## src/chroni_pkg.sv

```systemverilog
`default_nettype none

package chroni_pkg;

   // register window at 0x9000..0x907f
   localparam logic [8:0] reg_base = 9'h120;

   localparam logic [6:0] reg_dl_lo       = 7'h00;
   localparam logic [6:0] reg_dl_hi       = 7'h01;
   localparam logic [6:0] reg_pal_index   = 7'h04;
   localparam logic [6:0] reg_pal_data    = 7'h05;
   localparam logic [6:0] reg_vaddr_lo    = 7'h06;
   localparam logic [6:0] reg_vaddr_hi    = 7'h07;
   localparam logic [6:0] reg_vaddr_top   = 7'h08;
   localparam logic [6:0] reg_vdata       = 7'h09;
   localparam logic [6:0] reg_vaux_lo     = 7'h0a;
   localparam logic [6:0] reg_vaux_hi     = 7'h0b;
   localparam logic [6:0] reg_vaux_top    = 7'h0c;
   localparam logic [6:0] reg_vauxdata    = 7'h0d;
   localparam logic [6:0] reg_status      = 7'h12;
   localparam logic [6:0] reg_vpage_lo    = 7'h26;
   localparam logic [6:0] reg_vpage_hi    = 7'h27;
   localparam logic [6:0] reg_vauxpage_lo = 7'h28;
   localparam logic [6:0] reg_vauxpage_hi = 7'h29;

   localparam int vram_aw    = 16;
   localparam int vram_dw    = 16;
   localparam int byte_ptr_w = 17; // byte address into word memory
   localparam int pal_aw     = 8;
   localparam int pal_dw     = 16;

   // display list instruction modes, bits 11:8
   localparam logic [3:0] mode_blank  = 4'd0;
   localparam logic [3:0] mode_text80 = 4'd1;
   localparam logic [3:0] mode_text40 = 4'd2;
   localparam logic [3:0] mode_tile   = 4'd3;
   localparam logic [3:0] mode_end    = 4'd15;

   localparam logic [7:0] cols_text80_wide   = 8'd80;
   localparam logic [7:0] cols_text80_narrow = 8'd64;
   localparam logic [7:0] cols_40_wide       = 8'd40; // text40 and tile
   localparam logic [7:0] cols_40_narrow     = 8'd32;

   typedef struct packed {
      logic               en;
      logic [vram_aw-1:0] addr;
      logic [1:0]         byte_en;
      logic [vram_dw-1:0] data;
   } vram_wr_t;

   typedef struct packed {
      logic              en;
      logic [pal_aw-1:0] addr;
      logic [pal_dw-1:0] data;
   } pal_wr_t;

   typedef struct packed {
      logic        blank;
      logic [3:0]  mode;
      logic [15:0] lms;
      logic [15:0] attr;
      logic [7:0]  cols;
      logic [7:0]  row;
   } line_desc_t;

endpackage

`default_nettype wire

```

## src/chroni_regs.sv

```systemverilog
`timescale 1ns/1ps
`default_nettype none

module chroni_regs import chroni_pkg::*; (
   input  wire             sys_clk,
   input  wire             reset_n,
   input  wire [15:0]      cpu_addr,
   input  wire [7:0]       cpu_wr_data,
   input  wire             cpu_wr_en,
   input  wire             v_blank,
   output logic [7:0]      cpu_rd_data,
   output vram_wr_t        vram_wr,
   output logic            pal_index_wr,
   output logic            pal_data_wr,
   output logic [7:0]      pal_byte,
   output logic [15:0]     display_list_addr,
   output logic            irq
);

   typedef enum logic [2:0] {
      ptr_none, ptr_lo, ptr_hi, ptr_top, ptr_data, ptr_page_lo, ptr_page_hi
   } ptr_op_e;

   logic                  wr_en_q;
   logic                  reg_cs;
   logic                  wr_hit;
   logic [6:0]            offset;
   logic [byte_ptr_w-1:0] main_ptr;
   logic [byte_ptr_w-1:0] aux_ptr;
   ptr_op_e               main_op;
   ptr_op_e               aux_op;
   logic                  irq_en;
   logic                  vblank_fired;

   // pointer update shared by main and aux
   function automatic logic [byte_ptr_w-1:0] ptr_next(input logic [byte_ptr_w-1:0] ptr,
                                                      input ptr_op_e op,
                                                      input logic [7:0] d);
      logic [byte_ptr_w-1:0] nxt;
      nxt = ptr;
      case (op)
         ptr_lo:      nxt[7:0]  = d;
         ptr_hi:      nxt[15:8] = d;
         ptr_top:     nxt[16]   = d[0];
         ptr_data:    nxt       = ptr + 1'b1;
         ptr_page_lo: nxt[8:0]  = {d, 1'b0}; // pages are word aligned
         ptr_page_hi: nxt[16:9] = d;
         default:     nxt       = ptr;
      endcase
      return nxt;
   endfunction

   assign reg_cs = cpu_addr[15:7] == reg_base;
   assign offset = cpu_addr[6:0];
   assign wr_hit = reg_cs && cpu_wr_en && !wr_en_q; // rising edge only

   always_comb begin
      main_op = ptr_none;
      aux_op  = ptr_none;
      if (wr_hit) begin
         case (offset)
            reg_vaddr_lo:    main_op = ptr_lo;
            reg_vaddr_hi:    main_op = ptr_hi;
            reg_vaddr_top:   main_op = ptr_top;
            reg_vdata:       main_op = ptr_data;
            reg_vpage_lo:    main_op = ptr_page_lo;
            reg_vpage_hi:    main_op = ptr_page_hi;
            reg_vaux_lo:     aux_op  = ptr_lo;
            reg_vaux_hi:     aux_op  = ptr_hi;
            reg_vaux_top:    aux_op  = ptr_top;
            reg_vauxdata:    aux_op  = ptr_data;
            reg_vauxpage_lo: aux_op  = ptr_page_lo;
            reg_vauxpage_hi: aux_op  = ptr_page_hi;
            default: ;
         endcase
      end
   end

   assign pal_index_wr = wr_hit && offset == reg_pal_index;
   assign pal_data_wr  = wr_hit && offset == reg_pal_data;
   assign pal_byte     = cpu_wr_data;

   always_ff @(posedge sys_clk) begin
      if (!reset_n) begin
         wr_en_q           <= 1'b0;
         main_ptr          <= '0;
         aux_ptr           <= '0;
         display_list_addr <= '0;
         irq_en            <= 1'b0;
         vblank_fired      <= 1'b0;
         vram_wr.en        <= 1'b0;
      end else begin
         wr_en_q      <= cpu_wr_en;
         vblank_fired <= v_blank;
         main_ptr     <= ptr_next(main_ptr, main_op, cpu_wr_data);
         aux_ptr      <= ptr_next(aux_ptr, aux_op, cpu_wr_data);
         vram_wr.en   <= main_op == ptr_data || aux_op == ptr_data;
         if (wr_hit && offset == reg_dl_lo)
            display_list_addr[7:0] <= cpu_wr_data;
         if (wr_hit && offset == reg_dl_hi)
            display_list_addr[15:8] <= cpu_wr_data;
         if (wr_hit && offset == reg_status)
            irq_en <= cpu_wr_data[2];
      end
   end

   // write payload, odd pointer hits the high byte only
   always_ff @(posedge sys_clk) begin
      if (main_op == ptr_data) begin
         vram_wr.addr    <= main_ptr[byte_ptr_w-1:1];
         vram_wr.byte_en <= main_ptr[0] ? 2'b10 : 2'b11;
      end else begin
         vram_wr.addr    <= aux_ptr[byte_ptr_w-1:1];
         vram_wr.byte_en <= aux_ptr[0] ? 2'b10 : 2'b11;
      end
      vram_wr.data <= {cpu_wr_data, cpu_wr_data};
   end

   always_ff @(posedge sys_clk) begin
      if (reg_cs) begin
         case (offset)
            reg_dl_lo:       cpu_rd_data <= display_list_addr[7:0];
            reg_dl_hi:       cpu_rd_data <= display_list_addr[15:8];
            reg_vaddr_lo:    cpu_rd_data <= main_ptr[7:0];
            reg_vaddr_hi:    cpu_rd_data <= main_ptr[15:8];
            reg_vaddr_top:   cpu_rd_data <= {7'd0, main_ptr[16]};
            reg_vaux_lo:     cpu_rd_data <= aux_ptr[7:0];
            reg_vaux_hi:     cpu_rd_data <= aux_ptr[15:8];
            reg_vaux_top:    cpu_rd_data <= {7'd0, aux_ptr[16]};
            reg_status:      cpu_rd_data <= {vblank_fired, 4'd0, irq_en, 2'd0};
            reg_vpage_lo:    cpu_rd_data <= main_ptr[8:1];
            reg_vpage_hi:    cpu_rd_data <= main_ptr[16:9];
            reg_vauxpage_lo: cpu_rd_data <= aux_ptr[8:1];
            reg_vauxpage_hi: cpu_rd_data <= aux_ptr[16:9];
            default:         cpu_rd_data <= cpu_rd_data; // unmapped keeps last value
         endcase
      end
   end

   assign irq = vblank_fired && irq_en;

endmodule

`default_nettype wire

```

## config.mk

```make
export PLATFORM = sky130hd
export DESIGN_NAME = chroni_regs
export DESIGN_NICKNAME = d
export VERILOG_FILES = /design/src/chroni_pkg.sv /design/src/chroni_regs.sv
export SDC_FILE = /design/constraint.sdc
export NUM_CORES = 1
export LEC_CHECK = 0
export BUFFER_PORTS_ARGS = -buffer_cell sky130_fd_sc_hd__buf_2
export CAP_MARGIN = 40
export CORE_ASPECT_RATIO = 2
export CORE_MARGIN = 2
export CORE_UTILIZATION = 25
export DETAILED_ROUTE_END_ITERATION = 16
export PLACE_DENSITY = 0.52
export SLEW_MARGIN = 25
export SYNTH_ARGS = -nofsm -noshare
export SYNTH_HDL_FRONTEND = slang
export SYNTH_SLANG_ARGS = --single-unit
```

## constraint.sdc

```tcl
create_clock -name sys_clk -period 5.3 [get_ports sys_clk]
set_clock_uncertainty 0.1 [all_clocks]
set_input_delay 0.795 -clock sys_clk [delete_from_list [all_inputs] [get_ports sys_clk]]
set_output_delay 0.795 -clock sys_clk [all_outputs]
set_load 0.03 [all_outputs]
```

After elaboration in Yosys (flattened, before gate mapping)

Index checks and enable logic that the tools add are counted.

Input bits: 28
Logic and storage cells: 86
Register bits: 96
Output and inout port bits: 70

Mux-type cells: 16
Eq/ne operators: 29
Reduce and logical (&&, ||, !) cells: 21
Add/subtract/negate cells: 2

Operators by type and width:

| kind                                                 | count |
|---|---|
| one-hot mux 8 bit (13 select lines)                  | 1 |
| one-hot mux 8 bit (3 select lines)                   | 2 |
| equality test 7 x 4 -> 1 bit (second input constant) | 6 |
| one-hot mux 7 bit (3 select lines)                   | 2 |
| one-hot mux 3 bit (6 select lines)                   | 2 |
| adder 17 x 1 -> 17 bit (second input constant)       | 2 |
| equality test 7 x 3 -> 1 bit (second input constant) | 4 |
| equality test 7 x 6 -> 1 bit (second input constant) | 4 |
| nonzero test 3 bit                                   | 8 |
| equality test 3 bit (second input constant)          | 6 |
| two-way mux 18 bit                                   | 1 |
| nonzero test 13 bit                                  | 1 |
| equality test 3 x 2 -> 1 bit (second input constant) | 4 |
| one-hot mux 1 bit (3 select lines)                   | 4 |
| equality test 9 bit (second input constant)          | 1 |
| logical AND 1 bit                                    | 8 |
| equality test 7 x 1 -> 1 bit (second input constant) | 1 |
| equality test 7 x 5 -> 1 bit (second input constant) | 1 |
| logical NOT 7 bit                                    | 1 |
| equality test 3 x 1 -> 1 bit (second input constant) | 2 |
| two-way mux 3 bit                                    | 2 |
| two-way mux 1 bit                                    | 2 |
| AND reduction 2 bit                                  | 1 |
| logical NOT 1 bit                                    | 1 |
| logical OR 1 bit                                     | 1 |

Depth between registers and ports, before layout

Depth after elaboration: 6
Gate-level depth with buffers: 9
Mapped depth without buffers: 6

Worst setup path before layout

No wires, ideal clock.

Path kind: input port to output port
From: in cpu_addr[6]
To: out pal_index_wr
Stages on the path: 6
Required time: 4.405 ns
Slack: 1.914 ns
Buffers on the path: 2
Data arrival time: 2.491 ns
Path through: clkbuf_1 nor3b_1 and2_1 clkbuf_1 nand2_1 nor3_1

Cells in the longest elaborated chain, start to end: 2

Ends and longest elaborated chain:

| item                         | line              | RTL |
|---|---|---|
| from (decl)                  | chroni_regs.sv:7  | `input wire [15:0] cpu_addr,` |
| equality test 7 x 3 -> 1 bit | chroni_regs.sv:79 | `assign pal_index_wr = wr_hit && offset == reg_pal_index;` |
| logical AND 1 bit            | chroni_regs.sv:79 |  |
| to (decl)                    | chroni_regs.sv:13 | `output logic pal_index_wr,` |

Every way passes these cells.

Worst setup path in the final report

From: in cpu_addr[2]
To: out pal_index_wr

Same word-level chain as after synthesis.

==> impl_metrics.csv <==
group,metric,value,unit
status,status,"completed",
synthesis,ys_seq_area_share,31.2,%
flow_run,cap_violations,0,
grt,antenna_found_initial,1,
worst_hold_path,hold_start,"irq_en$_SDFFE_PN0P_",
layout,layout.cells.non_filler,1041,
clock_tree,cts_htree_levels,3,
placed_design,port-buffer-count,96,
placed_design,hpwlAfterDp,20.2,mm
drt,drtPass1Iterations,5,
drt,wl,27.1,mm
power,power.total,1.50,mW
setup_path,r2r_slack,2.60,ns
setup_path,slowest_delay,0.47,ns
setup_path,worstPathBufferInverterCount,2,
synthesis,syn_area_per_cell,8.21,um^2
synthesis,ys_types,80,
synthesis,synth_edf_count,8,
setup_path,rr_endpoint,"aux_ptr[14]$_SDFFE_PN0P_",
sta,period_needed,3.70,ns
setup_path,arrival,2.81,ns
synthesis,synth_area,5840,um^2
grt,gr-total-overflow,0,
floorplan,fp.coreArea,23100,um^2
drt,wire_per_inst,26.0,um
clock_tree,cts.path.max_buffers,2,
floorplan,die_y,220,um
setup_path,r2r-start,"aux_ptr[0]$_SDFFE_PN0P_",
synthesis,synth_cells,711,
sta,max_freq,270,MHz
synthesis,synthArstFlopShare,0,%
sta,relSlewSlack,44.1,%
drt,vias_per_cell,6.01,
layout,drive_gt1_share,22.0,%
layout,syn2layout_area_growth,15.2,%
synthesis,synth-main-ff-cell,"dfxtp_1",
clock_tree,clock_sink_count,87,
floorplan,rows,79,
layout,final_area,6730,um^2
setup_path,cp_common_cell,"buf_2",
worst_hold_path,hold_class,"register to register",
clock_tree,cts.repair.resized,0,
grt,grt_pass1_vias,6027,
worst_hold_path,min_to,"irq_en$_SDFFE_PN0P_",
drt,detail-route-antenna-nets,0,
placed_design,dpl.cell_count,1024,
floorplan,die_x,112,um
placed_design,globalplace.congestion,0.983,
placed_design,placed_area,6420,um^2
power,max-vdd-ir-drop,0.122,mV
synthesis,synth_nets,741,
floorplan,num_io_pins,98,
power,powerDensity,222,nW/um^2
setup_path,crit_slowest_cell,"nor3b_1",
setup_path,end_kind,"output pin",
synthesis,synth_area_leaders,"dfxtp_1, mux2i_1, edfxtp_1",
drt,vias,6254,
floorplan,die-area,24700,um^2
setup_path,critPathKind,"input port to output pin",
clock_tree,root_buffer,"clkbuf_16",
drt,drt_iter0_drc,569,
setup_path,crit_family,"simple AND/OR/NAND/NOR gates",
sta,rsz0062_at_grt,"no",
sta,drv_slew,0,
sta,fin_setup_tns,0,ns
setup_path,reg2regPathDepth,6,
synthesis,post-synth-top-area-fraction,27.1,%
clock_tree,post-cts-setup-buffers,0,
clock_tree,path_clk_slew,0.07,ns
power,leakage,2.41,nW
clock_tree,cts_hold_buf,0,
worst_hold_path,holdPathStages,2,
setup_path,path_max_fanout,23,
floorplan,start_util,25.2,%
sta,hold_violations,0,
layout,nNetsFinal,783,
synthesis,ys_ff_latch,87,
grt,grt_first_pass_wirelength,39.0,mm
grt,track_usage,21.6,%
synthesis,ys.warnings.count,0,
grt,grt_max_degree,34,
sta,period_share,69.9,%
layout,insertedDiodeCount,0,
setup_path,path_cells,"buf_2, nor3b_1, and2_1, nand2_1, nor3_1, buf_2",
drt,drcViolationCount,0,
synthesis,yosysTopAreaCell,"dfxtp_1",
sta,finalSetupViolCount,0,
clock_tree,numCtsBuffers,9,
placed_design,pre_cts_ws,1.37,ns
sta,worst_pin_slew,0.838,ns
setup_path,start_kind,"input port",
setup_path,worstPathRequired,4.41,ns
clock_tree,insertion_delay,0.37,ns
sta,fin_ws,1.60,ns
clock_tree,cts_tree,"built",
[registers in the layout, indices dropped and copies added (netlist names)]
signal and cells:
aux_ptr 17, cpu_rd_data 8, display_list_addr 16, irq_en 1, main_ptr 17, vblank_fired 1
vram_wr 26, wr_en_q 1
[power by group]
group / switching [mW] / total (mW) / internal (mW)
registers: 0.00168 / 0.668 / 0.667
logic: 0.129 / 0.171 / 0.0424
clock network: 0.322 / 0.655 / 0.333
[layout by cell type (no fill, tap or decap), types with 7 or more instances in the layout]
cell type	n
buf_2	96
dfxtp_1	79
o21ai_0	47
nor2_1	43
nand2_1	42
a21oi_1	32
nand3_1	28
mux2i_1	24
nand4_1	22
buf_4	19
nor3_1	17
a31oi_1	17
inv_1	16
and3_1	14
mux2_2	14
a211oi_1	14
nor4_1	12
xnor2_1	9
a32oi_1	9
and4_1	9
a221oi_1	9
clkbuf_16	9
and2_1	8
o22ai_1	8
o221a_2	8
edfxtp_1	8
nand2b_1	7
nor2b_1	7
or3_1	7
[logic make-up after synthesis]
family | Yosys count | share of synthesized area (%)
other | 1 | 0.0642
flip-flops | 87 | 31.2
AO/OA/AOI/OAI | 216 | 26.7
multiplexers | 44 | 7.97
adder cells (fa/ha/maj) | 2 | 0.428
AND/OR/NAND/NOR | 245 | 23.4
XOR/XNOR | 15 | 2.25
buffers and inverters | 101 | 7.97
[synthesized netlist by cell type, types with 4 or more instances]
library cell and count:
a2111oi_0 5, a211oi_1 14, a21o_1 4, a21oi_1 32, a221o_1 4, a221oi_1 9
a31oi_1 17, a32o_1 5, a32oi_1 9, a41oi_1 4, and2_1 8, and3_1 14
and4_1 9, buf_1 4, buf_2 12, buf_4 17, clkbuf_1 50, dfxtp_1 79
edfxtp_1 8, inv_1 16, mux2_1 6, mux2_2 14, mux2i_1 24, nand2_1 42
nand2b_1 7, nand3_1 28, nand3b_1 5, nand4_1 22, nor2_1 43, nor2b_1 7
nor3_1 18, nor3b_1 6, nor4_1 12, o2111ai_1 4, o211ai_1 6, o21a_1 5
o21ai_0 47, o221a_2 8, o22ai_1 8, or3_1 7, xnor2_1 9, xor2_1 6
[per-layer routing]
metal / up-vias / GRT usage [%] / wire length (um)
met5: - / 0 / 42
met4: 2 / 19.5 / 2680
met3: 130 / 4.25 / 1330
met2: 336 / 39.5 / 14300
met1: 2984 / 20.0 / 8700
li1: 2802 / - / -
[worst reg2reg max path: stages, from the launching register on]
cell and delay [ns]:
dfxtp_1 0.53, ha_1 0.27, nand4_1 0.36, or3_1 0.56, or4_1 0.49, a21oi_1 0.15
o221a_2 0.19
[through the flow]
step / util (%) / hold WS, ns
6_report: 29.1 / 0.414
4_1_cts: 29.0 / 0.408
3_3_place_gp: 27.7 / 0.382
5_1_grt: 29.1 / 0.456
3_5_place_dp: 27.8 / 0.397
2_1_floorplan: - / 0.363
[area by class of cell]
| class | instances | area (um^2) |
|---|---|---|
| fill | 2558 | 16400 |
| clock inverter | 7 | 73.8 |
| timing repair buffer | 115 | 623 |
| tap | 283 | 354 |
| inverter | 17 | 63.8 |
| multi-input combinational | 523 | 3560 |
| sequential | 87 | 1820 |
| clock buffer | 9 | 225 |
[worst max path at each step]
stage | start | end | slack, ns | cells after the start
after CTS | cpu_addr[9] | pal_index_wr | 1.67 | 7
after global placement | cpu_addr[1] | cpu_rd_data[1]$_DFFE_PP_ | 1.39 | 8
after detailed placement | cpu_addr[1] | cpu_rd_data[6]$_DFFE_PP_ | 1.37 | 8
final | cpu_addr[2] | pal_index_wr | 1.60 | 6
after global routing | cpu_addr[2] | pal_index_wr | 1.55 | 6
after floorplan | cpu_addr[6] | pal_index_wr | 1.91 | 6
No activity file was read; power rests on OpenSTA's default activity.
