$ cat src/chroni_pkg.sv
`default_nettype none

package chroni_pkg;

   // register window at 0x9000..0x907f
   localparam logic [8:0] reg_base = 9'h120;

   localparam logic [6:0] reg_dl_lo       = 7'h00;
   localparam logic [6:0] reg_dl_hi       = 7'h01;
   localparam logic [6:0] reg_pal_index   = 7'h04;
   localparam logic [6:0] reg_pal_data    = 7'h05;
   localparam logic [6:0] reg_vaddr_lo    = 7'h06;
   localparam logic [6:0] reg_vaddr_hi    = 7'h07;
   localparam logic [6:0] reg_vaddr_top   = 7'h08;
   localparam logic [6:0] reg_vdata       = 7'h09;
   localparam logic [6:0] reg_vaux_lo     = 7'h0a;
   localparam logic [6:0] reg_vaux_hi     = 7'h0b;
   localparam logic [6:0] reg_vaux_top    = 7'h0c;
   localparam logic [6:0] reg_vauxdata    = 7'h0d;
   localparam logic [6:0] reg_status      = 7'h12;
   localparam logic [6:0] reg_vpage_lo    = 7'h26;
   localparam logic [6:0] reg_vpage_hi    = 7'h27;
   localparam logic [6:0] reg_vauxpage_lo = 7'h28;
   localparam logic [6:0] reg_vauxpage_hi = 7'h29;

   localparam int vram_aw    = 16;
   localparam int vram_dw    = 16;
   localparam int byte_ptr_w = 17; // byte address into word memory
   localparam int pal_aw     = 8;
   localparam int pal_dw     = 16;

   // display list instruction modes, bits 11:8
   localparam logic [3:0] mode_blank  = 4'd0;
   localparam logic [3:0] mode_text80 = 4'd1;
   localparam logic [3:0] mode_text40 = 4'd2;
   localparam logic [3:0] mode_tile   = 4'd3;
   localparam logic [3:0] mode_end    = 4'd15;

   localparam logic [7:0] cols_text80_wide   = 8'd80;
   localparam logic [7:0] cols_text80_narrow = 8'd64;
   localparam logic [7:0] cols_40_wide       = 8'd40; // text40 and tile
   localparam logic [7:0] cols_40_narrow     = 8'd32;

   typedef struct packed {
      logic               en;
      logic [vram_aw-1:0] addr;
      logic [1:0]         byte_en;
      logic [vram_dw-1:0] data;
   } vram_wr_t;

   typedef struct packed {
      logic              en;
      logic [pal_aw-1:0] addr;
      logic [pal_dw-1:0] data;
   } pal_wr_t;

   typedef struct packed {
      logic        blank;
      logic [3:0]  mode;
      logic [15:0] lms;
      logic [15:0] attr;
      logic [7:0]  cols;
      logic [7:0]  row;
   } line_desc_t;

endpackage

`default_nettype wire

$ cat src/chroni_dlist.sv
`timescale 1ns/1ps
`default_nettype none

module chroni_dlist import chroni_pkg::*; (
   input  wire                sys_clk,
   input  wire                reset_n,
   input  wire                frame_start,
   input  wire                scanline_start,
   input  wire [15:0]         display_list_addr,
   input  wire [vram_dw-1:0]  dl_rd_data,
   output logic [vram_aw-1:0] dl_rd_addr,
   output logic               line_valid,
   output line_desc_t         line_desc
);

   typedef enum logic [2:0] {
      st_idle, st_read, st_read_wait, st_addr_read, st_addr_wait, st_exec
   } dl_state_e;

   dl_state_e    state;
   logic [15:0]  ptr;
   logic [7:0]   count;   // lines left in current instruction
   logic [7:0]   row;
   logic [3:0]   mode;
   logic         narrow;
   logic [15:0]  lms;
   logic [15:0]  attr;
   logic         addr_part; // 0 lms, 1 attr
   logic         ended;

   function automatic logic [7:0] mode_cols(input logic [3:0] m, input logic nar);
      case (m)
         mode_text80:           return nar ? cols_text80_narrow : cols_text80_wide;
         mode_text40, mode_tile: return nar ? cols_40_narrow : cols_40_wide;
         default:               return 8'd0;
      endcase
   endfunction

   // modes that carry an lms word after the instruction
   function automatic logic has_lms(input logic [3:0] m);
      return m == mode_text80 || m == mode_text40 || m == mode_tile;
   endfunction

   assign dl_rd_addr = ptr; // memory samples the pointer every cycle

   always_ff @(posedge sys_clk) begin
      if (!reset_n || frame_start) begin
         state      <= st_idle;
         ptr        <= display_list_addr;
         count      <= '0;
         row        <= '0;
         mode       <= mode_blank;
         narrow     <= 1'b0;
         addr_part  <= 1'b0;
         ended      <= 1'b0;
         line_valid <= 1'b0;
      end else begin
         line_valid <= 1'b0;
         case (state)
            st_idle: begin
               if (scanline_start) begin
                  if (ended) begin
                     state <= st_exec;
                  end else if (count != 0) begin
                     count <= count - 1'b1;
                     row   <= row + 1'b1;
                     state <= st_exec;
                  end else begin
                     state <= st_read;
                  end
               end
            end
            st_read: begin
               ptr   <= ptr + 1'b1;
               state <= st_read_wait;
            end
            st_read_wait: begin
               narrow    <= dl_rd_data[12]; // bit 13 scroll is ignored
               mode      <= dl_rd_data[11:8];
               count     <= dl_rd_data[7:0] - 1'b1;
               row       <= '0;
               lms       <= '0;
               attr      <= '0;
               addr_part <= 1'b0;
               ended     <= dl_rd_data[11:8] == mode_end;
               state     <= has_lms(dl_rd_data[11:8]) ? st_addr_read : st_exec;
            end
            st_addr_read: begin
               ptr   <= ptr + 1'b1;
               state <= st_addr_wait;
            end
            st_addr_wait: begin
               if (!addr_part)
                  lms <= dl_rd_data;
               else
                  attr <= dl_rd_data;
               if (!addr_part && mode != mode_tile) begin
                  addr_part <= 1'b1;
                  state     <= st_addr_read;
               end else begin
                  state <= st_exec;
               end
            end
            st_exec: begin
               line_valid <= 1'b1;
               state      <= st_idle;
            end
            default: state <= st_idle;
         endcase
      end
   end

   always_ff @(posedge sys_clk) begin
      if (state == st_exec) begin
         line_desc.blank <= !has_lms(mode);
         line_desc.mode  <= mode;
         line_desc.lms   <= lms;
         line_desc.attr  <= attr;
         line_desc.cols  <= mode_cols(mode, narrow);
         line_desc.row   <= row;
      end
   end

endmodule

`default_nettype wire

$ cat config.mk
export PLATFORM = sky130hd
export DESIGN_NAME = chroni_dlist
export DESIGN_NICKNAME = d
export VERILOG_FILES = /design/src/chroni_pkg.sv /design/src/chroni_dlist.sv
export SDC_FILE = /design/constraint.sdc
export NUM_CORES = 1
export LEC_CHECK = 0
export ABC_AREA = 1
export BUFFER_PORTS_ARGS = -buffer_cell sky130_fd_sc_hd__buf_2
export CAP_MARGIN = 20
export CORE_ASPECT_RATIO = 1.2
export CORE_MARGIN = 2
export CORE_UTILIZATION = 35
export DETAILED_ROUTE_END_ITERATION = 16
export PLACE_DENSITY = 0.62
export SYNTH_ARGS = -nofsm -noshare
export SYNTH_HDL_FRONTEND = slang
export SYNTH_SLANG_ARGS = --single-unit
$ cat constraint.sdc
create_clock -name sys_clk -period 4.55 [get_ports sys_clk]
set_clock_uncertainty 0.2 [all_clocks]
set_input_delay 1.365 -clock sys_clk [delete_from_list [all_inputs] [get_ports sys_clk]]
set_output_delay 1.365 -clock sys_clk [all_outputs]
set_load 0.1 [all_outputs]
# Yosys cells after proc, flatten, opt, wreduce, memory -nomap -nowiden

Cells that the tools add are included.
Widths: inputs -> output; s select.

Flip-flop bits (word level): 128
Input bits: 36
Output and inout port bits: 70

$add $sub $neg: 4
Eq/ne operators: 19
Mux-type cells: 26
Bitwise logic cells: 1
Reduce and logical (&&, ||, !) cells: 20

Operators with widths:

| cell                  | number |
|---|---|
| $mux 16               | 4 |
| $pmux 16 s2           | 2 |
| $mux 8                | 6 |
| $pmux 8 s2            | 2 |
| $add 16x1->16 const B | 1 |
| $eq 4x2->1 const B    | 4 |
| $sub 8x1->8 const B   | 2 |
| $mux 3                | 5 |
| $pmux 3 s5            | 1 |
| $pmux 7 s2            | 1 |
| $ne 2x2->1 const B    | 6 |
| $add 8x1->8 const B   | 1 |
| $eq 4x1->1 const B    | 2 |
| $reduce_bool 8->1     | 1 |
| $eq 3x2->1 const B    | 2 |
| $eq 3x3->1 const B    | 2 |
| $reduce_and 3->1      | 2 |
| $reduce_bool 2->1     | 3 |
| $logic_or 1x1->1      | 5 |
| $mux 5                | 1 |
| $eq 4x4->1 const B    | 1 |
| $mux 4                | 1 |
| $ne 4x2->1 const B    | 1 |
| $reduce_and 4->1      | 1 |
| 9 further kinds       | 13 |

# Longest topological paths before layout

Gate-level depths: netlist of the first run.

Depth in word-level cells: 5
Gate-level depth with buffers: 11

# Least setup slack after synthesis of the first run

No wires, ideal clock.

Path type: register to register
From: register state[2]
To: register line_desc[0] (netlist name) (enable)
Library setup time: 0.516 ns
Arrival time: 3.963 ns
Required time: 3.834 ns
Setup slack: -0.129 ns
Stages on the path, launching flop included: 3
Cell sequence: dfxtp_1 inv_1 nor3_1

Cells in the longest elaborated chain, start to end: 1

RTL lines:

| element                  | line                | text |
|---|---|---|
| start: declaration       | chroni_dlist.sv:20  | `dl_state_e state;` |
| start signal: assignment | chroni_dlist.sv:48  | `state <= st_idle;` |
| start signal: assignment | chroni_dlist.sv:63  | `state <= st_exec;` |
| start signal: assignment | chroni_dlist.sv:67  | `state <= st_exec;` |
| $eq 3x3->1               | chroni_dlist.sv:114 | `if (state == st_exec) begin` |
| end: declaration         | chroni_dlist.sv:13  | `output line_desc_t line_desc` |

No other way between the ends.
A chain may end at the register's enable or synchronous reset.

# Worst setup path after layout of the first run

From: register ptr[9], in the netlist dl_rd_addr[9]
To: output dl_rd_addr[9]

RTL lines:

| element                  | line               | text |
|---|---|---|
| start: declaration       | chroni_dlist.sv:21 | `logic [15:0] ptr;` |
| start signal: assignment | chroni_dlist.sv:49 | `ptr <= display_list_addr;` |
| start signal: assignment | chroni_dlist.sv:74 | `ptr <= ptr + 1'b1;` |
| start signal: assignment | chroni_dlist.sv:89 | `ptr <= ptr + 1'b1;` |
| end: declaration         | chroni_dlist.sv:11 | `output logic [vram_aw-1:0] dl_rd_addr,` |

No word-level cell between the ends.

==> flow_summary_export.csv, run 1 <==
group,metric,value,unit
logic_synthesis,yosys_register_bits,124,
pwr,pwr_density_cell,539,nW/um^2
cells_and_area,seqCellArea,3450,sq um
detailed_routing,drt_first_iter_violations,237,
pwr,vdd_drop_max,0.000175,V
grt,busiest_layer,"met2",
critical_path,slowest_stage,"buf_2",
critical_path,critPathBufInv,1,
timing,rsz0062_at_grt,"no",
logic_synthesis,synth.area.top_cells,"edfxtp_1 57%, dfxtp_1 11%, nand2_1 5.8%, inv_1 4.1%, nor2_1 3.8%",
die,core_area,14300,sq um
detailed_routing,vias,3520,
clock_tree,clock_sinks,124,
logic_synthesis,yosysWarnings,0,
run,cap_violations,0,
die,ios,106,
logic_synthesis,syn_inst,461,
timing,hold_ws,0.214,ns
timing,slew_headroom,59.0,%
clock_tree,cts.repair.resized,0,
pwr,pwr-share-seq,39.9,%
die,die-height,136,um
grt,grt_pass1_wl,16.3,mm
critical_path,critPathCaptureType,"output port",
detailed_routing,viasPerCell,4.61,
critical_path,crit_arrival,1.36,ns
logic_synthesis,ys_types,33,
clock_tree,cts_made_buffers,17,
die,die_w,114,um
timing,fin_tns_setup,0,ns
place,post-place-cells,732,
detailed_routing,ant_nets,0,
critical_path,crit_type,"flip-flop to output port",
timing,fmax,342,MHz
grt,gr-usage-met1,16.6,%
grt,grt-ovfl-total,0,
logic_synthesis,ys_seq_area_share,67.9,%
detailed_routing,drt-pass1-iter-count,4,
cells_and_area,multi_input_area,1330,sq um
timing,tightestPinTransition,0.616,ns
pwr,p_switching,0.00116,W
cells_and_area,nNetsFinal,615,
die,initial_core_util,35.6,%
die,num_rows,48,
logic_synthesis,yosys.area.top_type,"edfxtp_1",
die,dieArea,15500,sq um
clock_tree,clkSlewWorstSetupHoldPaths,0.06,ns
logic_synthesis,syn_avg_cell_area,11.0,sq um
clock_tree,clock_tree.buffer_depth,2,
pwr,power_frac_comb,21.8,%
grt,grtUsageTotal,13.4,%
grt,grtUsageMet3,3.70,%
clock_tree,htree_levels,4,
logic_synthesis,ys.flop_type,"edfxtp_1",
timing,finalMaxSlewViolations,0,
clock_tree,hold_buffers,0,
logic_synthesis,synth.cell_area,5080,sq um
hold_path,hold_class,"flip-flop to flip-flop",
cells_and_area,n_fill_cell,1360,
detailed_routing,drt-total-wl,9.84,mm
cells_and_area,instances_no_fill,764,
timing,period_needed,2.92,ns
cells_and_area,antenna_cells,0,
logic_synthesis,ys_async_sr_fraction,0,%
critical_path,cp_max_fo,6,
pwr,p_int,0.00227,W
clock_tree,cts_setup_buffers,0,
cells_and_area,synthToLayoutAreaGrowth,24.9,%
place,gp_congestion,0.807,
grt,antenna_found_initial,1,
timing,hold_viol,0,
cells_and_area,drive_above_1_share,27.3,%
place,dp_hpwl,6.85,mm
detailed_routing,drc_errors,0,
critical_path,cp_data_required_time,2.98,ns
critical_path,start_kind,"flip-flop",
clock_tree,cts_root_buf,"clkbuf_16",
status,status,"finished, final reports clean",
pwr,p_leak,2.64,nW
grt,grt_max_degree,50,
clock_tree,cts_tree,"built",
critical_path,critical_path.cell_chain,"buf_2",
grt,grt_pass1_vias,3442,
pwr,switching_share,33.8,%
logic_synthesis,synth_edf_count,97,
critical_path,critPathTopFamily,"buffers and inverters",
detailed_routing,avgRoutedWirePerCell,12.9,um
critical_path,cpPeakStageDelay,0.48,ns
pwr,p_clk_share,38.2,%
logic_synthesis,yosysTopAreaCellShare,57.3,%
place,portBuffers,101,
timing,fin_crit_sh,64.3,%
clock_tree,insertion_delay,0.41,ns
timing,finalSetupViolCount,0,
grt,met2_usage,22.1,%
[stage by stage]
step	setup WS (ns)	utilization (%)	power, W	instance area (sq um)
6_report	1.63	44.4	0.00342	6350
5_1_grt	1.58	44.4	0.00360	6350
4_1_cts	1.61	44.4	0.00345	6350
3_5_place_dp	1.61	40.4	0.00214	5770
3_3_place_gp	1.64	40.4	0.00213	5770
2_1_floorplan	1.28	-	0.00203	5100
[cells in the mapped netlist, types with 3 or more instances]
| library cell | n |
|---|---|
| ha_1 | 3 |
| nand2_1 | 79 |
| buf_4 | 6 |
| nor2_4 | 3 |
| nand2_2 | 9 |
| clkbuf_1 | 5 |
| inv_1 | 55 |
| buf_6 | 3 |
| xnor2_1 | 5 |
| nand3_1 | 24 |
| inv_2 | 3 |
| a21oi_1 | 25 |
| nor3_1 | 9 |
| o21ai_0 | 28 |
| xor2_1 | 9 |
| nor2_1 | 51 |
| a31oi_1 | 3 |
| edfxtp_1 | 97 |
| nand4_1 | 4 |
| dfxtp_1 | 27 |
[cell type report]
type | instances | area share (%)
Inverter | 58 | 3.43
Tap cell | 175 | 3.45
Sequential cell | 124 | 54.4
Timing Repair Buffer | 108 | 8.79
Multi-Input combinational cell | 267 | 20.9
Clock buffer | 17 | 6.70
Clock inverter | 15 | 2.38
[registers in the layout, indices dropped and copies added (netlist names)]
name and flops:
addr_part 1, attr 16, count 8, dl_rd_addr 16, ended 1, line_desc 49, line_valid 1, lms 16
mode 4, narrow 1, row 8, state 3
[power groups by stage]
stage                     combinational (W)  clock (W)  sequential (W)
after floorplan                    0.000473          0         0.00155
after global placement             0.000743          0         0.00139
after detailed placement           0.000751          0         0.00139
after CTS                          0.000753    0.00134         0.00137
after global routing               0.000837    0.00139         0.00138
final                              0.000748    0.00131         0.00137
[worst paths after layout]
path / from / end / slack [ns] / cells past startpoint
hold / removal: lms[10] / line_desc[42] / 0.21 / 0
setup reg to reg: state[1] / attr[7] / 2.17 / 5
hold reg to reg: lms[10] / line_desc[42] / 0.21 / 0
setup / recovery: dl_rd_addr[9] / dl_rd_addr[9] / 1.63 / 1
[cells in the final DEF, fill, tap and decap left out, types with 2 or more instances in the layout]
cell        instances
buf_4               7
conb_1              4
xnor2_1             5
o21ai_1             2
a31oi_1             3
a21oi_1            25
inv_2               3
ha_1                3
nor2_4              3
clkinvlp_4          3
nand4_1             4
inv_6               9
buf_2             101
inv_1              55
edfxtp_1           97
o21ai_0            27
nand2_1            79
xor2_1              9
clkbuf_16          17
nand2_2             9
nor2_1             51
nor3_1              8
dfxtp_1            27
nand3_1            24
[logic make-up after synthesis]
kind of cell | after synthesis | share of synthesized area [%]
DFF | 124 | 67.9
and+or+nand+nor | 183 | 15.8
adders and majority gates | 3 | 0.738
xor gates and xnor gates | 14 | 2.41
other | 1 | 0.0737
buffers and inverters | 73 | 6.47
AOI/OAI and AO/OA | 63 | 6.62
[per-layer routing]
| layer | vias to the layer above | share of wire, % |
|---|---|---|
| li1 | 1768 | - |
| met1 | 1620 | 45 |
| met2 | 117 | 48 |
| met3 | 13 | 5.8 |
| met4 | 2 | 0.91 |
| met5 | - | 0.13 |
Power figures use the tool's default switching activity.
==> inputs of run 2 (changes only) <==
--- a/config.mk
+++ b/config.mk
@@ -12,7 +12,7 @@
 export CORE_MARGIN = 2
 export CORE_UTILIZATION = 35
 export DETAILED_ROUTE_END_ITERATION = 16
-export PLACE_DENSITY = 0.62
+export PLACE_DENSITY = 0.6
 export SYNTH_ARGS = -nofsm -noshare
 export SYNTH_HDL_FRONTEND = slang
 export SYNTH_SLANG_ARGS = --single-unit
==> constraint.sdc (replaced) <==
create_clock -name sys_clk -period 2.7 [get_ports sys_clk]
set_clock_uncertainty 0.2 [all_clocks]
set_input_delay 0.81 -clock sys_clk [delete_from_list [all_inputs] [get_ports sys_clk]]
set_output_delay 0.81 -clock sys_clk [all_outputs]
set_load 0.1 [all_outputs]
==> run 2 against run 1 <==
Global-route usage grew 0.46 points. Highest routed layer is now met4. Clock power grew 76%. Register-to-register slack lost 1.6 ns. Final area grew 0.83%. Largest power group is now the clock network. Via count grew 2.3%. Critical path depth is the same. Non-clock buffer count grew 2. Hold slack lost 0.0027 ns. Total power grew 72%. Clock-buffer cell count is the same. Die area is the same. First-iteration DRC count shrank 1.7%. Largest cell class unchanged.
==> flow_summary_export.csv, run 2 (synthesis results as in run 1) <==
group,metric,value,unit
die,ios,106,
critical_path,critPathBufInv,1,
cells_and_area,top_register,"line_desc",
die,core_area,14300,sq um
detailed_routing,drt-total-wl,10.1,mm
critical_path,start_kind,"flip-flop",
grt,grtUsageTotal,13.8,%
pwr,p_switching,0.00191,W
clock_tree,cts.repair.resized,0,
clock_tree,cts_root_buf,"clkbuf_16",
die,num_rows,48,
cells_and_area,final_common_cell,"buf_2",
clock_tree,insertion_delay,0.41,ns
die,initial_core_util,35.6,%
clock_tree,clock_tree.buffer_depth,2,
detailed_routing,drt-pass1-iter-count,4,
grt,grt_pass1_vias,3434,
cells_and_area,drive_above_1_share,27.6,%
critical_path,critical_path.cell_chain,"buf_2",
cells_and_area,largest_reg_flops,49,
cells_and_area,instances_no_fill,766,
clock_tree,cts_setup_buffers,0,
critical_path,cp_max_fo,5,
place,portBuffers,101,
cells_and_area,antenna_cells,0,
critical_path,critPathCaptureType,"output port",
clock_tree,htree_levels,4,
die,dieArea,15500,sq um
grt,grt-ovfl-total,0,
pwr,switching_share,32.3,%
pwr,vdd_drop_max,0.000382,V
timing,slew_headroom,57.1,%
die,die-height,136,um
detailed_routing,avgRoutedWirePerCell,13.1,um
run,cap_violations,0,
critical_path,cp_data_required_time,1.69,ns
timing,tightestPinTransition,0.643,ns
pwr,finalPower,0.00590,W
clock_tree,cts_tree,"built",
cells_and_area,synthToLayoutAreaGrowth,25.9,%
place,gp_congestion,0.794,
place,post-place-cells,734,
critical_path,slowest_stage,"buf_2",
cells_and_area,final_cell_mix,"101 x buf_2, 97 x edfxtp_1, 79 x nand2_1, 55 x inv_1, 51 x nor2_1",
timing,rsz0062_at_grt,"no",
clock_tree,clkSlewWorstSetupHoldPaths,0.06,ns
pwr,pwr_density_cell,921,nW/um^2
critical_path,crit_arrival,1.33,ns
die,die_w,114,um
cells_and_area,design_area,6400,sq um
timing,fin_crit_sh,86.7,%
status,status,"finished, final reports clean",
pwr,pwr-share-seq,39.0,%
timing,finalSetupViolCount,0,
pwr,p_int,0.00399,W
critical_path,critPathTopFamily,"buffers and inverters",
detailed_routing,drc_errors,0,
clock_tree,hold_buffers,0,
place,place_area,5790,sq um
critical_path,cpPeakStageDelay,0.47,ns
cells_and_area,nNetsFinal,617,
timing,period_needed,2.34,ns
detailed_routing,ant_nets,0,
critical_path,crit_type,"flip-flop to output port",
clock_tree,cts_made_buffers,17,
detailed_routing,vias,3601,
grt,grt_pass1_wl,16.6,mm
timing,setup_ws,0.358,ns
grt,grt_max_degree,50,
pwr,power_frac_comb,21.7,%
grt,antenna_found_initial,0,
pwr,p_clk_share,39.2,%
timing,finalMaxSlewViolations,0,
clock_tree,clock_sinks,124,
pwr,p_leak,2.67,nW
hold_path,hold_class,"flip-flop to flip-flop",
timing,fmax,427,MHz
place,dp_hpwl,7.15,mm
detailed_routing,drt_first_iter_violations,233,
timing,hold_viol,0,
cells_and_area,fin_util,44.8,%
detailed_routing,viasPerCell,4.70,
place,dp_slack,0.313,ns
## run 2: cell types whose count changed in the layout (fill, tap and decap cells not counted)
cell        previous run  this run
clkinv_2               0         1
clkinvlp_4             3         2
buf_4                  7         9
clkinv_4               1         5
bufinv_16              1         3
inv_8                  1         0
inv_6                  9         4
## run 2: power groups by stage
stage	combinational, W	clock (W)	sequential, W
2_1_floorplan	0.000800	0	0.00262
3_3_place_gp	0.00126	0	0.00234
3_5_place_dp	0.00128	0	0.00234
4_1_cts	0.00129	0.00237	0.00230
5_1_grt	0.00142	0.00245	0.00232
6_report	0.00128	0.00231	0.00230
## run 2: per-stage QoR
stage                     hold WS [ns]  setup TNS, ns
after floorplan                  0.200         -0.484
after global placement           0.202              0
after detailed placement         0.205              0
after CTS                        0.216              0
after global routing             0.225              0
final                            0.212              0
## run 2: layout make-up
type | count | area [sq um]
fillers | 1352 | 7890
flip-flops and latches | 124 | 3450
multi-input cells | 267 | 1330
repair buffers | 110 | 573
clock buffers | 17 | 425
well taps | 175 | 219
inverters | 58 | 218
clock inverters | 15 | 189
## run 2: worst paths after layout
check        cells after the start     startpoint  slack (ns)            end
max                              1  dl_rd_addr[4]        0.36  dl_rd_addr[4]
min                              0         lms[2]        0.21  line_desc[34]
max reg2reg                      9       state[1]        0.60         row[6]
min reg2reg                      0         lms[2]        0.21  line_desc[34]
## run 2: metal layers
metal | vias to the layer above | part of all wire, % | routed length (um) | track usage (%)
met4 | 0 | 0.91 | 92 | 5.76
met2 | 135 | 48 | 4870 | 22.1
li1 | 1775 | - | - | -
met5 | - | 0 | 0 | 0
met3 | 4 | 6.2 | 619 | 4.77
met1 | 1687 | 45 | 4480 | 17.1
==> inputs of run 3 (changes only) <==
--- a/config.mk
+++ b/config.mk
@@ -6,12 +6,13 @@
 export NUM_CORES = 1
 export LEC_CHECK = 0
 export ABC_AREA = 1
-export BUFFER_PORTS_ARGS = -buffer_cell sky130_fd_sc_hd__buf_2
+export BUFFER_PORTS_ARGS = -buffer_cell sky130_fd_sc_hd__buf_4
 export CAP_MARGIN = 20
 export CORE_ASPECT_RATIO = 1.2
 export CORE_MARGIN = 2
 export CORE_UTILIZATION = 35
 export DETAILED_ROUTE_END_ITERATION = 16
+export GPL_TIMING_DRIVEN = 1
 export PLACE_DENSITY = 0.6
 export SYNTH_ARGS = -nofsm -noshare
 export SYNTH_HDL_FRONTEND = slang
==> run 3 against run 2 <==
Core utilization grew 1.5 points. Hold slack better by 0.0069 ns. Clock power shrank 6%. Routed wire length rose by 1.1%. Total power down 2.2%. Final area rose by 3.2%. Sequential power is essentially flat. Critical path type unchanged. Largest cell class unchanged.
==> flow_summary_export.csv, run 3 (synthesis results as in run 1) <==
group,metric,value,unit
detailed_routing,drt-total-wl,10.2,mm
clock_tree,cts_setup_buffers,0,
clock_tree,clkSlewWorstSetupHoldPaths,0.06,ns
critical_path,crit_type,"flip-flop to output port",
detailed_routing,drc_errors,0,
critical_path,critPathCaptureType,"output port",
cells_and_area,largest_reg_flops,49,
critical_path,start_kind,"flip-flop",
cells_and_area,antenna_cells,0,
critical_path,startpoint,"dl_rd_addr[9]",
pwr,p_leak,2.74,nW
detailed_routing,drt_first_iter_violations,159,
die,ios,106,
timing,fin_crit_sh,81.8,%
detailed_routing,met2_length,5.01,mm
critical_path,cp_data_required_time,1.69,ns
detailed_routing,wl_met1,4.52,mm
clock_tree,cts_made_buffers,17,
cells_and_area,nNetsFinal,617,
grt,grt-ovfl-total,0,
timing,fmax,453,MHz
critical_path,cp_num_cells,1,
timing,rsz0062_at_grt,"no",
timing,slew_headroom,59.5,%
clock_tree,cts_tree,"built",
timing,hold_viol,0,
place,portBuffers,101,
status,status,"finished, final reports clean",
pwr,vdd_drop_max,0.000361,V
place,gp_congestion,0.793,
cells_and_area,instances_no_fill,766,
grt,grt_pass1_vias,3606,
timing,setup_ws,0.490,ns
critical_path,critPathBufInv,1,
cells_and_area,drive_above_1_share,27.6,%
die,die_w,114,um
clock_tree,clock_sinks,124,
detailed_routing,drt-pass1-iter-count,5,
die,dieArea,15500,sq um
die,num_rows,48,
critical_path,slowest_stage,"edfxtp_1",
pwr,pwr_density_cell,873,nW/um^2
clock_tree,cts.repair.resized,0,
clock_tree,hold_buffers,0,
critical_path,critPathTopFamily,"flip-flops",
cells_and_area,top_register,"line_desc",
clock_tree,cts_root_buf,"clkbuf_16",
detailed_routing,avgRoutedWirePerCell,13.3,um
detailed_routing,ant_nets,0,
critical_path,r2r_cells,9,
grt,grt_pass1_wl,16.9,mm
timing,finalSetupViolCount,0,
cells_and_area,final_common_cell,"buf_4",
critical_path,cp_max_fo,6,
timing,tightestPinTransition,0.608,ns
critical_path,cpPeakStageDelay,0.45,ns
place,dp_slack,0.301,ns
detailed_routing,viasPerCell,4.66,
run,cap_violations,0,
detailed_routing,vias,3570,
clock_tree,clock_tree.buffer_depth,2,
detailed_routing,top_layer_used,"met4",
timing,period_needed,2.21,ns
die,core_area,14300,sq um
grt,grtUsageTotal,14.0,%
hold_path,min_path_cells,0,
critical_path,critical_path.cell_chain,"buf_4",
grt,grt_max_degree,50,
hold_path,hold_class,"flip-flop to flip-flop",
cells_and_area,final_cell_mix,"110 x buf_4, 97 x edfxtp_1, 79 x nand2_1, 55 x inv_1, 51 x nor2_1",
critical_path,crit_arrival,1.20,ns
place,dp_hpwl,7.38,mm
timing,finalMaxSlewViolations,0,
hold_path,min_from,"attr[8]",
place,post-place-cells,734,
die,initial_core_util,35.6,%
die,die-height,136,um
detailed_routing,routed-wl-met3,565,um
clock_tree,insertion_delay,0.41,ns
grt,antenna_found_initial,0,
clock_tree,htree_levels,4,
critical_path,timing.rr.start,"state[1]",
cells_and_area,synthToLayoutAreaGrowth,30.0,%
==> run 3: cell types whose count changed in the layout (fill, tap and decap cells not counted) <==
cell       delta
clkinv_2      -1
inv_8         +6
buf_2       -101
buf_4       +101
clkinv_4      -4
bufinv_16     -3
inv_6         +2
==> run 3: layout make-up <==
type                       instances  area [sq um]
fill                            1338          7680
clock buffer                      17           425
multi-input combinational        267          1330
timing repair buffer             110           826
sequential                       124          3450
inverter                          58           218
tap                              175           219
clock inverter                    15           144
==> run 3: path summary, 6_finish.rpt <==
path | end | slack [ns]
worst max register to register | row[6] | 0.63
worst min register to register | line_desc[24] | 0.22
worst min-delay path | line_desc[24] | 0.22
worst max-delay path | dl_rd_addr[9] | 0.49
==> run 3: metrics by stage <==
step                      hold WS, ns  power (W)  TNS (ns)  cell area (sq um)  utilization (%)
after global routing            0.227    0.00606         0               6610             46.2
after detailed placement        0.205    0.00366         0               6040             42.3
after floorplan                 0.200    0.00342    -0.484               5110                -
final                           0.218    0.00577         0               6610             46.2
after global placement          0.201    0.00363         0               6040             42.3
after CTS                       0.220    0.00584         0               6610             46.2
==> run 3: power breakdown <==
group	switching (W)	internal, W	total [W]
Clock	0.000931	0.00123	0.00216
Sequential	0.0000980	0.00221	0.00230
Combinational	0.000951	0.000355	0.00131
==> run 3: layer usage <==
layer | up-vias | global-route usage, %
met2 | 109 | 24.0
met3 | 11 | 3.97
met5 | - | 0
li1 | 1781 | -
met1 | 1669 | 16.8
met4 | 0 | 4.95
